**config.mk**
```make
export PLATFORM = sky130hd
export DESIGN_NAME = ldq_top
export DESIGN_NICKNAME = d
export VERILOG_FILES = /design/src/hdl/ldq_pkg.sv /design/src/hdl/ldq_addr_check.sv /design/src/hdl/ldq_entry.sv /design/src/hdl/ldq_rerun_pick.sv /design/src/hdl/ldq_top.sv
export VERILOG_INCLUDE_DIRS = /design/src /design/src/hdl
export SDC_FILE = /design/constraint.sdc
export NUM_CORES = 1
export LEC_CHECK = 0
export BUFFER_PORTS_ARGS = -buffer_cell sky130_fd_sc_hd__buf_4
export CAP_MARGIN = 25
export CORE_ASPECT_RATIO = 0.9
export CORE_MARGIN = 1
export CORE_UTILIZATION = 30
export DETAILED_ROUTE_END_ITERATION = 10
export PLACE_DENSITY_LB_ADDON = 0.05
export SYNTH_ARGS = -nofsm -noshare
export SYNTH_HDL_FRONTEND = slang
export SYNTH_SLANG_ARGS = --single-unit
```
**constraint.sdc**
```tcl
create_clock -name i_clk -period 11 [get_ports i_clk]
set_clock_uncertainty 0.05 [all_clocks]
set_input_delay 0.55 -clock i_clk [delete_from_list [all_inputs] [get_ports i_clk]]
set_output_delay 0.55 -clock i_clk [all_outputs]
set_load 0.005 [all_outputs]
```
**src/hdl/ldq_defines.svh**
```systemverilog
`ifndef LDQ_DEFINES_SVH
`define LDQ_DEFINES_SVH

// load queue depth
`define LDQ_SIZE 4

// virtual and physical address width
`define LDQ_ADDR_W 32

// commit id, top bit is the wrap bit
`define LDQ_CMT_ID_W 6

// miss queue entries, one-hot index width
`define LDQ_LRQ_SIZE 4

// store queue entries, hazard mask width
`define LDQ_STQ_SIZE 8

`endif

```
**src/hdl/ldq_pkg.sv**
```systemverilog
`include "ldq_defines.svh"

package ldq_pkg;

  localparam int LDQ_IDX_W = $clog2(`LDQ_SIZE);

  typedef logic [LDQ_IDX_W-1:0]     ldq_idx_t;
  typedef logic [`LDQ_CMT_ID_W-1:0] cmt_id_t;
  typedef logic [`LDQ_LRQ_SIZE-1:0] lrq_oh_t;
  typedef logic [`LDQ_STQ_SIZE-1:0] stq_mask_t;

  // per-entry replay states
  typedef enum logic [2:0] {
    LDQ_INIT,
    LDQ_TLB_HAZ,
    LDQ_EX2_RUN,
    LDQ_LRQ_HAZ,
    LDQ_STQ_HAZ,
    LDQ_READY,
    LDQ_EX3_DONE,
    LDQ_DEAD
  } ldq_state_t;

  // EX2 result reported by the pipeline
  typedef enum logic [2:0] {
    HAZ_NONE,
    HAZ_L1D_CONFLICT,
    HAZ_LRQ_CONFLICT,
    HAZ_LRQ_FULL,
    HAZ_LRQ_ASSIGNED,
    HAZ_STQ_DEPEND
  } ldq_haz_t;

  // true when a is older than b
  function automatic logic cmt_id_older(input cmt_id_t a, input cmt_id_t b);
    logic low_lt;
    logic wrap_diff;
    low_lt    = a[`LDQ_CMT_ID_W-2:0] < b[`LDQ_CMT_ID_W-2:0];
    wrap_diff = a[`LDQ_CMT_ID_W-1] ^ b[`LDQ_CMT_ID_W-1];
    // ids on opposite sides of a wrap compare the other way round
    return low_lt ^ wrap_diff;
  endfunction

endpackage

```
**src/hdl/ldq_addr_check.sv**
```systemverilog
`timescale 1ns/1ps
`include "ldq_defines.svh"

module ldq_addr_check
  import ldq_pkg::*;
(
  input  cmt_id_t                 i_entry_cmt_id,
  input  logic [`LDQ_ADDR_W-1:0]  i_entry_paddr,
  input  logic [1:0]              i_entry_size,
  input  logic                    i_st_chk_valid,
  input  cmt_id_t                 i_st_chk_cmt_id,
  input  logic [`LDQ_ADDR_W-1:0]  i_st_chk_paddr,
  input  logic [1:0]              i_st_chk_size,
  output logic                    o_conflict
);

  logic [7:0] w_entry_bytes;
  logic [7:0] w_st_bytes;
  logic       w_same_dword;
  logic       w_st_older;

  // bytes touched inside the 8-byte word from the size-aligned offset
  function automatic logic [7:0] byte_mask(input logic [2:0] offs, input logic [1:0] size);
    logic [7:0] base;
    logic [2:0] aligned;
    case (size)
      2'd0:    base = 8'h01;
      2'd1:    base = 8'h03;
      2'd2:    base = 8'h0f;
      default: base = 8'hff;
    endcase
    aligned = offs & ~((3'd1 << size) - 3'd1);
    return base << aligned;
  endfunction

  assign w_entry_bytes = byte_mask(i_entry_paddr[2:0], i_entry_size);
  assign w_st_bytes    = byte_mask(i_st_chk_paddr[2:0], i_st_chk_size);
  assign w_same_dword  = i_entry_paddr[`LDQ_ADDR_W-1:3] == i_st_chk_paddr[`LDQ_ADDR_W-1:3];
  assign w_st_older    = cmt_id_older(i_st_chk_cmt_id, i_entry_cmt_id);

  assign o_conflict = i_st_chk_valid & w_st_older & w_same_dword & |(w_entry_bytes & w_st_bytes);

endmodule

```
**src/hdl/ldq_entry.sv**
```systemverilog
`timescale 1ns/1ps
`include "ldq_defines.svh"

module ldq_entry
  import ldq_pkg::*;
(
  input  logic                    i_clk,
  input  logic                    i_reset_n,

  input  logic                    i_disp_load,
  input  cmt_id_t                 i_disp_cmt_id,

  input  logic                    i_ex1_valid,
  input  logic [`LDQ_ADDR_W-1:0]  i_ex1_vaddr,
  input  logic [`LDQ_ADDR_W-1:0]  i_ex1_paddr,
  input  logic [1:0]              i_ex1_size,
  input  logic                    i_ex1_tlb_miss,

  input  logic                    i_tlb_resolve,

  input  logic                    i_ex2_valid,
  input  ldq_haz_t                i_ex2_haz,
  input  lrq_oh_t                 i_ex2_lrq_oh,
  input  stq_mask_t               i_ex2_stq_mask,

  input  logic                    i_lrq_resolve_valid,
  input  lrq_oh_t                 i_lrq_resolve_oh,
  input  logic                    i_stq_resolve_valid,
  input  stq_mask_t               i_stq_resolve_oh,

  input  logic                    i_st_chk_valid,
  input  cmt_id_t                 i_st_chk_cmt_id,
  input  logic [`LDQ_ADDR_W-1:0]  i_st_chk_paddr,
  input  logic [1:0]              i_st_chk_size,

  input  logic                    i_rerun_accept,

  input  logic                    i_commit_valid,
  input  cmt_id_t                 i_commit_cmt_id,
  input  logic                    i_commit_flush,
  input  logic                    i_commit_dead,

  output logic                    o_valid,
  output logic                    o_ready,
  output logic [`LDQ_ADDR_W-1:0]  o_vaddr,
  output logic                    o_retire,
  output logic                    o_dead_done
);

  logic                   r_valid;
  ldq_state_t             r_state;
  lrq_oh_t                r_lrq_oh;
  stq_mask_t              r_stq_mask;
  cmt_id_t                r_cmt_id;
  logic [`LDQ_ADDR_W-1:0] r_vaddr;
  logic [`LDQ_ADDR_W-1:0] r_paddr;
  logic [1:0]             r_size;

  logic      w_cmt_match;
  logic      w_flush;
  logic      w_retire;
  logic      w_dead_clear;
  logic      w_ex1_take;
  logic      w_lrq_haz;
  logic      w_lrq_fast;
  logic      w_addr_conflict;
  stq_mask_t w_stq_mask_next;

  assign w_cmt_match  = r_valid & (i_commit_cmt_id == r_cmt_id);
  assign w_flush      = i_commit_valid & i_commit_flush & ~i_commit_dead & r_valid;
  assign w_retire     = i_commit_valid & ~i_commit_dead & w_cmt_match &
                        (r_state == LDQ_EX3_DONE);
  assign w_dead_clear = i_commit_valid & i_commit_dead & w_cmt_match & (r_state == LDQ_DEAD);
  assign w_ex1_take   = i_ex1_valid & r_valid & (r_state == LDQ_INIT);

  assign w_lrq_haz  = (i_ex2_haz == HAZ_LRQ_CONFLICT) | (i_ex2_haz == HAZ_LRQ_FULL);
  // miss entry resolved in the same cycle
  assign w_lrq_fast = (i_ex2_haz == HAZ_LRQ_CONFLICT) & i_lrq_resolve_valid &
                      (i_lrq_resolve_oh == i_ex2_lrq_oh);

  assign w_stq_mask_next = i_stq_resolve_valid ? (r_stq_mask & ~i_stq_resolve_oh) : r_stq_mask;

  ldq_addr_check u_addr_check (
    .i_entry_cmt_id  (r_cmt_id),
    .i_entry_paddr   (r_paddr),
    .i_entry_size    (r_size),
    .i_st_chk_valid  (i_st_chk_valid),
    .i_st_chk_cmt_id (i_st_chk_cmt_id),
    .i_st_chk_paddr  (i_st_chk_paddr),
    .i_st_chk_size   (i_st_chk_size),
    .o_conflict      (w_addr_conflict)
  );

  always_ff @(posedge i_clk or negedge i_reset_n) begin
    if (!i_reset_n) begin
      r_valid    <= 1'b0;
      r_state    <= LDQ_INIT;
      r_lrq_oh   <= '0;
      r_stq_mask <= '0;
    end else if (w_flush) begin
      if (w_retire) begin
        r_valid <= 1'b0;
        r_state <= LDQ_INIT;
      end else begin
        r_state <= LDQ_DEAD;
      end
    end else begin
      case (r_state)
        LDQ_INIT: begin
          if (i_disp_load) begin
            r_valid <= 1'b1;
          end else if (w_ex1_take) begin
            r_state <= i_ex1_tlb_miss ? LDQ_TLB_HAZ : LDQ_EX2_RUN;
          end
        end
        LDQ_TLB_HAZ: begin
          if (i_tlb_resolve) r_state <= LDQ_READY;
        end
        LDQ_EX2_RUN: begin
          if (i_ex2_valid) begin
            r_lrq_oh   <= i_ex2_lrq_oh;
            r_stq_mask <= i_ex2_stq_mask;
            if (i_ex2_haz == HAZ_L1D_CONFLICT || i_ex2_haz == HAZ_LRQ_ASSIGNED || w_lrq_fast) begin
              r_state <= LDQ_READY;
            end else if (w_lrq_haz) begin
              r_state <= LDQ_LRQ_HAZ;
            end else if (i_ex2_haz == HAZ_STQ_DEPEND) begin
              r_state <= LDQ_STQ_HAZ;
            end else begin
              r_state <= LDQ_EX3_DONE;
            end
          end
        end
        LDQ_LRQ_HAZ: begin
          if (i_lrq_resolve_valid && i_lrq_resolve_oh == r_lrq_oh) r_state <= LDQ_READY;
        end
        LDQ_STQ_HAZ: begin
          r_stq_mask <= w_stq_mask_next;
          if (w_stq_mask_next == '0) r_state <= LDQ_READY;
        end
        LDQ_READY: begin
          if (i_rerun_accept) r_state <= LDQ_INIT;
        end
        LDQ_EX3_DONE: begin
          if (w_retire) begin
            r_valid <= 1'b0;
            r_state <= LDQ_INIT;
          end else if (w_addr_conflict) begin
            r_state <= LDQ_READY; // older store hit our bytes
          end
        end
        LDQ_DEAD: begin
          if (w_dead_clear) begin
            r_valid <= 1'b0;
            r_state <= LDQ_INIT;
          end
        end
      endcase
    end
  end

  always_ff @(posedge i_clk) begin
    if (i_disp_load) r_cmt_id <= i_disp_cmt_id;
    if (w_ex1_take) begin
      r_vaddr <= i_ex1_vaddr;
      r_paddr <= i_ex1_paddr;
      r_size  <= i_ex1_size;
    end
  end

  assign o_valid     = r_valid;
  assign o_ready     = r_valid & (r_state == LDQ_READY);
  assign o_vaddr     = r_vaddr;
  assign o_retire    = w_retire;
  assign o_dead_done = w_dead_clear;

  a_assigned_no_lrq: assert property (@(posedge i_clk) disable iff (!i_reset_n)
    i_ex2_valid && i_ex2_haz == HAZ_LRQ_ASSIGNED |-> i_ex2_lrq_oh == '0);

  a_lrq_onehot: assert property (@(posedge i_clk) disable iff (!i_reset_n)
    i_ex2_valid && w_lrq_haz |-> $onehot0(i_ex2_lrq_oh));

  // index decode upstream must never hit a free slot
  a_update_valid: assert property (@(posedge i_clk) disable iff (!i_reset_n)
    i_ex1_valid || i_ex2_valid |-> r_valid);

endmodule

```
**src/hdl/ldq_rerun_pick.sv**
```systemverilog
`timescale 1ns/1ps
`include "ldq_defines.svh"

module ldq_rerun_pick
  import ldq_pkg::*;
(
  input  logic                  i_clk,
  input  logic                  i_reset_n,
  input  logic [`LDQ_SIZE-1:0]  i_req,
  input  logic                  i_accept,
  output logic                  o_valid,
  output ldq_idx_t              o_index
);

  ldq_idx_t             r_ptr;
  ldq_idx_t             w_scan_idx [`LDQ_SIZE];
  logic [`LDQ_SIZE-1:0] w_grant_oh;
  ldq_idx_t             w_index;

  // scan order starts at the pointer and wraps
  for (genvar g = 0; g < `LDQ_SIZE; g++) begin : g_scan
    assign w_scan_idx[g] = r_ptr + ldq_idx_t'(g);
  end

  always_comb begin
    logic found;
    found      = 1'b0;
    w_grant_oh = '0;
    for (int i = 0; i < `LDQ_SIZE; i++) begin
      if (!found && i_req[w_scan_idx[i]]) begin
        found                  = 1'b1;
        w_grant_oh[w_scan_idx[i]] = 1'b1;
      end
    end
  end

  always_comb begin
    w_index = '0;
    for (int i = 0; i < `LDQ_SIZE; i++) begin
      if (w_grant_oh[i]) w_index = w_index | ldq_idx_t'(i);
    end
  end

  always_ff @(posedge i_clk or negedge i_reset_n) begin
    if (!i_reset_n) begin
      r_ptr <= '0;
    end else if (o_valid) begin
      // park on the offer until it is taken
      r_ptr <= i_accept ? w_index + ldq_idx_t'(1) : w_index;
    end
  end

  assign o_valid = |w_grant_oh;
  assign o_index = w_index;

  a_grant_is_req: assert property (@(posedge i_clk) disable iff (!i_reset_n)
    o_valid |-> i_req[o_index]);

endmodule

```
**src/hdl/ldq_top.sv**
```systemverilog
`timescale 1ns/1ps
`include "ldq_defines.svh"

module ldq_top
  import ldq_pkg::*;
(
  input  logic                    i_clk,
  input  logic                    i_reset_n,

  input  logic                    i_disp_valid,
  input  cmt_id_t                 i_disp_cmt_id,

  input  logic                    i_ex1_valid,
  input  ldq_idx_t                i_ex1_index,
  input  logic [`LDQ_ADDR_W-1:0]  i_ex1_vaddr,
  input  logic [`LDQ_ADDR_W-1:0]  i_ex1_paddr,
  input  logic [1:0]              i_ex1_size,
  input  logic                    i_ex1_tlb_miss,

  input  logic                    i_tlb_resolve,

  input  logic                    i_ex2_valid,
  input  ldq_idx_t                i_ex2_index,
  input  ldq_haz_t                i_ex2_haz,
  input  lrq_oh_t                 i_ex2_lrq_oh,
  input  stq_mask_t               i_ex2_stq_mask,

  input  logic                    i_lrq_resolve_valid,
  input  lrq_oh_t                 i_lrq_resolve_oh,
  input  logic                    i_stq_resolve_valid,
  input  stq_mask_t               i_stq_resolve_oh,

  input  logic                    i_st_chk_valid,
  input  cmt_id_t                 i_st_chk_cmt_id,
  input  logic [`LDQ_ADDR_W-1:0]  i_st_chk_paddr,
  input  logic [1:0]              i_st_chk_size,

  input  logic                    i_rerun_accept,

  input  logic                    i_commit_valid,
  input  cmt_id_t                 i_commit_cmt_id,
  input  logic                    i_commit_flush,
  input  logic                    i_commit_dead,

  output logic                    o_disp_full,
  output ldq_idx_t                o_disp_index,
  output logic                    o_rerun_valid,
  output ldq_idx_t                o_rerun_index,
  output logic [`LDQ_ADDR_W-1:0]  o_rerun_vaddr,
  output logic                    o_retire_valid,
  output ldq_idx_t                o_retire_index,
  output logic                    o_dead_done
);

  logic [`LDQ_SIZE-1:0]   w_valid;
  logic [`LDQ_SIZE-1:0]   w_ready;
  logic [`LDQ_SIZE-1:0]   w_retire;
  logic [`LDQ_SIZE-1:0]   w_dead_done;
  logic [`LDQ_ADDR_W-1:0] w_vaddr [`LDQ_SIZE];
  ldq_idx_t               w_retire_enc;
  logic                   r_retire_valid;
  ldq_idx_t               r_retire_index;

  // lowest free slot
  always_comb begin
    o_disp_index = '0;
    for (int i = `LDQ_SIZE - 1; i >= 0; i--) begin
      if (!w_valid[i]) o_disp_index = ldq_idx_t'(i);
    end
  end

  assign o_disp_full = &w_valid;

  for (genvar g = 0; g < `LDQ_SIZE; g++) begin : g_entry
    ldq_entry u_entry (
      .i_clk               (i_clk),
      .i_reset_n           (i_reset_n),
      .i_disp_load         (i_disp_valid & ~o_disp_full & (o_disp_index == ldq_idx_t'(g))),
      .i_disp_cmt_id       (i_disp_cmt_id),
      .i_ex1_valid         (i_ex1_valid & (i_ex1_index == ldq_idx_t'(g))),
      .i_ex1_vaddr         (i_ex1_vaddr),
      .i_ex1_paddr         (i_ex1_paddr),
      .i_ex1_size          (i_ex1_size),
      .i_ex1_tlb_miss      (i_ex1_tlb_miss),
      .i_tlb_resolve       (i_tlb_resolve),
      .i_ex2_valid         (i_ex2_valid & (i_ex2_index == ldq_idx_t'(g))),
      .i_ex2_haz           (i_ex2_haz),
      .i_ex2_lrq_oh        (i_ex2_lrq_oh),
      .i_ex2_stq_mask      (i_ex2_stq_mask),
      .i_lrq_resolve_valid (i_lrq_resolve_valid),
      .i_lrq_resolve_oh    (i_lrq_resolve_oh),
      .i_stq_resolve_valid (i_stq_resolve_valid),
      .i_stq_resolve_oh    (i_stq_resolve_oh),
      .i_st_chk_valid      (i_st_chk_valid),
      .i_st_chk_cmt_id     (i_st_chk_cmt_id),
      .i_st_chk_paddr      (i_st_chk_paddr),
      .i_st_chk_size       (i_st_chk_size),
      .i_rerun_accept      (i_rerun_accept & o_rerun_valid &
                            (o_rerun_index == ldq_idx_t'(g))),
      .i_commit_valid      (i_commit_valid),
      .i_commit_cmt_id     (i_commit_cmt_id),
      .i_commit_flush      (i_commit_flush),
      .i_commit_dead       (i_commit_dead),
      .o_valid             (w_valid[g]),
      .o_ready             (w_ready[g]),
      .o_vaddr             (w_vaddr[g]),
      .o_retire            (w_retire[g]),
      .o_dead_done         (w_dead_done[g])
    );
  end

  ldq_rerun_pick u_rerun_pick (
    .i_clk     (i_clk),
    .i_reset_n (i_reset_n),
    .i_req     (w_ready),
    .i_accept  (i_rerun_accept),
    .o_valid   (o_rerun_valid),
    .o_index   (o_rerun_index)
  );

  assign o_rerun_vaddr = w_vaddr[o_rerun_index];

  always_comb begin
    w_retire_enc = '0;
    for (int i = 0; i < `LDQ_SIZE; i++) begin
      if (w_retire[i]) w_retire_enc = w_retire_enc | ldq_idx_t'(i);
    end
  end

  always_ff @(posedge i_clk or negedge i_reset_n) begin
    if (!i_reset_n) begin
      r_retire_valid <= 1'b0;
    end else begin
      r_retire_valid <= |w_retire;
    end
  end

  always_ff @(posedge i_clk) begin
    if (|w_retire) r_retire_index <= w_retire_enc;
  end

  assign o_retire_valid = r_retire_valid;
  assign o_retire_index = r_retire_index;
  assign o_dead_done    = |w_dead_done; // only the matching dead entry fires

  // commit ids are unique, so one retire per commit
  a_one_retire: assert property (@(posedge i_clk) disable iff (!i_reset_n)
    $onehot0(w_retire));

endmodule

```
==> reports/qor.yml <==
yosys.area_share.xor_xnor_pct: 8.82
hold_end: "g_entry[0].u_entry.o_vaddr[4]"
final_nets: 1818
firstDrtPassIters: 6
io_buffers: 204
cp.arrival_ns: 4.25
cp.depth: 10
synth_cells: 1426
cts_tree: "built"
synth.area.mux_share_pct: 2.04
cts.sinks: 357
drc: 0
p_per_area_nw_per_um2: 268
max_cap_violations: 0
path_buf_inv: 2
leakagePower_nw: 7.81
rsz0062_at_grt: "no"
crit_path_end_kind: "primary output"
fin_crit_sh_pct: 44.1
r2r_slack_ns: 6.92
synthArstFlopShare_pct: 18.8
max_slew_margin_pct: 35.6
final_antenna_net_count: 0
clock_latency_ns: 0.57
place_area_um2: 19900
ys_warn_count: 0
cp_max_fo: 34
fmax_ghz: 0.206
hold_viol: 0
dp_hpwl_um: 37900
required_ns: 10.40
wl_per_cell_um: 21.8
area_growth_syn_to_layout_pct: 21.8
setup_viol: 0
routed_wl_um: 53000
synth_ff_type: "edfxtp_1"
path_class: "flip-flop to primary output"
min_from: "i_ex1_vaddr[4]"
num_io_pins: 205
avgSynthCellArea_um2: 12.3
maxSlewViolCount: 0
worstMarginPinSlew_ns: 0.964
drt-initial-drc-count: 1040
min_path_cells: 1
period_needed_ns: 4.85
die_w_um: 256
grt_pass1_wl_um: 78900
synthAdderAreaFrac_pct: 1.77
antenna_found_initial: 4
r2r-end: "g_entry[1].u_entry.r_state[2]"
die_h_um: 231
slowest_delay_ns: 0.76
synth_top_family_by_area: "compound AO/OA/AOI/OAI gates"
synth_edf_count: 290
dieArea_um2: 59300
yosys.area_share.simple_pct: 11.4
synth-compound-area-share_pct: 13.9
ys_seq_area_share_pct: 59.4
htreeDepth: 2
gr-total-overflow: 0
cts_setup_buffers: 0
layout_common_cells: "edfxtp_1, buf_4, nand2_1"
dr_total_vias: 12491
rows: 83
clk_pin_slew_ns: 0.06
grt_max_degree: 68
grt_usage_pct: 17.7
synth_cell_types: 77
initial_core_util_pct: 30.5
antenna_cells: 0
critPathTopFamily: "simple AND/OR/NAND/NOR gates"
core_region_area_um2: 57300
viasPerCell: 5.14
drive_above_1_share_pct: 19.4
clockBufferDepth: 3
first_global_vias: 12318
numCtsBuffers: 43
synth_seq_cells: 357
netlist_area_um2: 17500
peakVddDrop_uv: 268
final_cell_area_um2: 21300
synth_nets: 1613
slowest_stage: "nor2_4"
setup_tns_ns: 0
start_kind: "flip-flop"
final_common_cell: "edfxtp_1"
rr_startpoint: "u_rerun_pick.r_ptr[0]"
hold_path_class: "input pin to flip-flop"
rr_worst_depth: 10
fin_util_pct: 37.2
crit_chain: "inv_1 -> ha_1 -> mux4_2 -> and4_4 -> o21a_1 -> or3_1 -> nor2_4 -> a22oi_1 -> nand2_1 -> buf_4"
cts_root_buf: "clkbuf_16"
gp_congestion: 0.865
status: "complete, no violations"
fill_cells: 5675
worst max-delay path by stage:
stage                                  start                            end  slack, ns
6_report               u_rerun_pick.r_ptr[0]              o_rerun_vaddr[28]       6.15
5_1_grt                u_rerun_pick.r_ptr[0]              o_rerun_vaddr[12]       5.84
4_1_cts                u_rerun_pick.r_ptr[0]              o_rerun_vaddr[28]       6.09
3_5_place_dp           u_rerun_pick.r_ptr[0]              o_rerun_vaddr[28]       6.73
3_3_place_gp           u_rerun_pick.r_ptr[0]               o_rerun_vaddr[4]       6.88
2_1_floorplan  g_entry[1].u_entry.r_state[0]  g_entry[1].u_entry.o_vaddr[0]       4.76
cells by family (layout without fill, tap and decap cells):
logic type | after synthesis | in the layout
and+or+nand+nor | 378 | 378
muxes | 26 | 26
DFF | 357 | 357
AOI/OAI and AO/OA | 354 | 354
buffers and inverters | 110 | 347
xor gates and xnor gates | 176 | 176
adders and majority gates | 25 | 25
metrics by stage:
stage          total power, mW  std cells  hold WS (ns)  worst slack [ns]
2_1_floorplan             3.26       1426         0.204              4.76
3_3_place_gp              4.38       2346         0.438              6.88
3_5_place_dp              4.40       2349         0.441              6.73
4_1_cts                   5.83       2426        0.0792              6.09
5_1_grt                   6.11       2428        0.0972              5.84
6_report                  5.72       2428         0.125              6.15
cells in the mapped netlist (4+ instances only):
master | instances | share of area [%]
nand2b_1 | 24 | 0.86
edfxtp_1 | 290 | 50
xor2_1 | 99 | 5.0
nor2_1 | 55 | 1.2
o21bai_1 | 5 | 0.21
o21ai_0 | 86 | 2.5
clkbuf_1 | 45 | 0.97
a31oi_1 | 7 | 0.25
nand4b_1 | 6 | 0.30
o22ai_1 | 8 | 0.29
nor4_1 | 35 | 1.3
inv_1 | 46 | 0.99
a22oi_1 | 20 | 0.86
nor3_1 | 23 | 0.66
o21a_1 | 4 | 0.17
and4b_1 | 7 | 0.40
and2_1 | 14 | 0.50
buf_6 | 5 | 0.32
mux4_2 | 6 | 0.77
xnor2_1 | 77 | 3.9
nand3_1 | 23 | 0.66
and3_1 | 6 | 0.21
or4_1 | 5 | 0.21
nor2b_1 | 18 | 0.64
dfrtp_1 | 67 | 9.6
a22o_1 | 34 | 1.7
mux2_2 | 16 | 1.0
a21o_1 | 9 | 0.39
a21oi_1 | 75 | 2.1
a311oi_1 | 6 | 0.30
nand2_1 | 112 | 2.4
nand4_1 | 32 | 1.1
o211ai_1 | 10 | 0.43
buf_2 | 9 | 0.26
a221o_1 | 29 | 1.7
a211oi_1 | 12 | 0.52
nand3b_1 | 4 | 0.17
a2111oi_0 | 8 | 0.40
ha_1 | 24 | 1.7
report_power, final:
group | switching, mW | internal, mW | leakage, nW
clock network | 0.573 | 0.815 | 0.663
registers | 0.148 | 1.57 | 3.49
logic | 1.45 | 1.17 | 3.66
total | 2.17 | 3.55 | 7.81
timing repair:
| action | in CTS | in global routing |
|---|---|---|
| hold endpoints to repair | 0 | 36 |
| resized for setup | 0 | 0 |
| hold buffers | 0 | 1 |
layout make-up:
cell class | instances | area, um^2 | area share (%)
Sequential cell | 357 | 10400 | 48.8
Multi-Input combinational cell | 959 | 6680 | 31.4
Timing Repair Buffer | 224 | 1750 | 8.21
Clock buffer | 53 | 1110 | 5.23
Tap cell | 765 | 957 | 4.49
Clock inverter | 24 | 244 | 1.15
Inverter | 46 | 173 | 0.811
state kept, by name, summed over array words and instances, names as in the netlist:
signal,flops
g_entry.u_entry.o_vaddr,128
g_entry.u_entry.r_paddr,128
g_entry.u_entry.r_stq_mask,32
g_entry.u_entry.r_cmt_id,24
g_entry.u_entry.r_lrq_oh,16
g_entry.u_entry.r_state,12
g_entry.u_entry.r_size,8
g_entry.u_entry.o_valid,4
o_retire_index,2
u_rerun_pick.r_ptr,2
o_retire_valid,1
metal layers:
layer / part of all wire [%] / GRT usage, % / vias up
li1: - / - / 5834
met1: 47 / 24.8 / 6184
met2: 44 / 26.9 / 373
met3: 6.2 / 4.08 / 92
met4: 2.5 / 5.62 / 8
met5: 0.12 / 0 / -
Power figures use the tool's default switching activity.
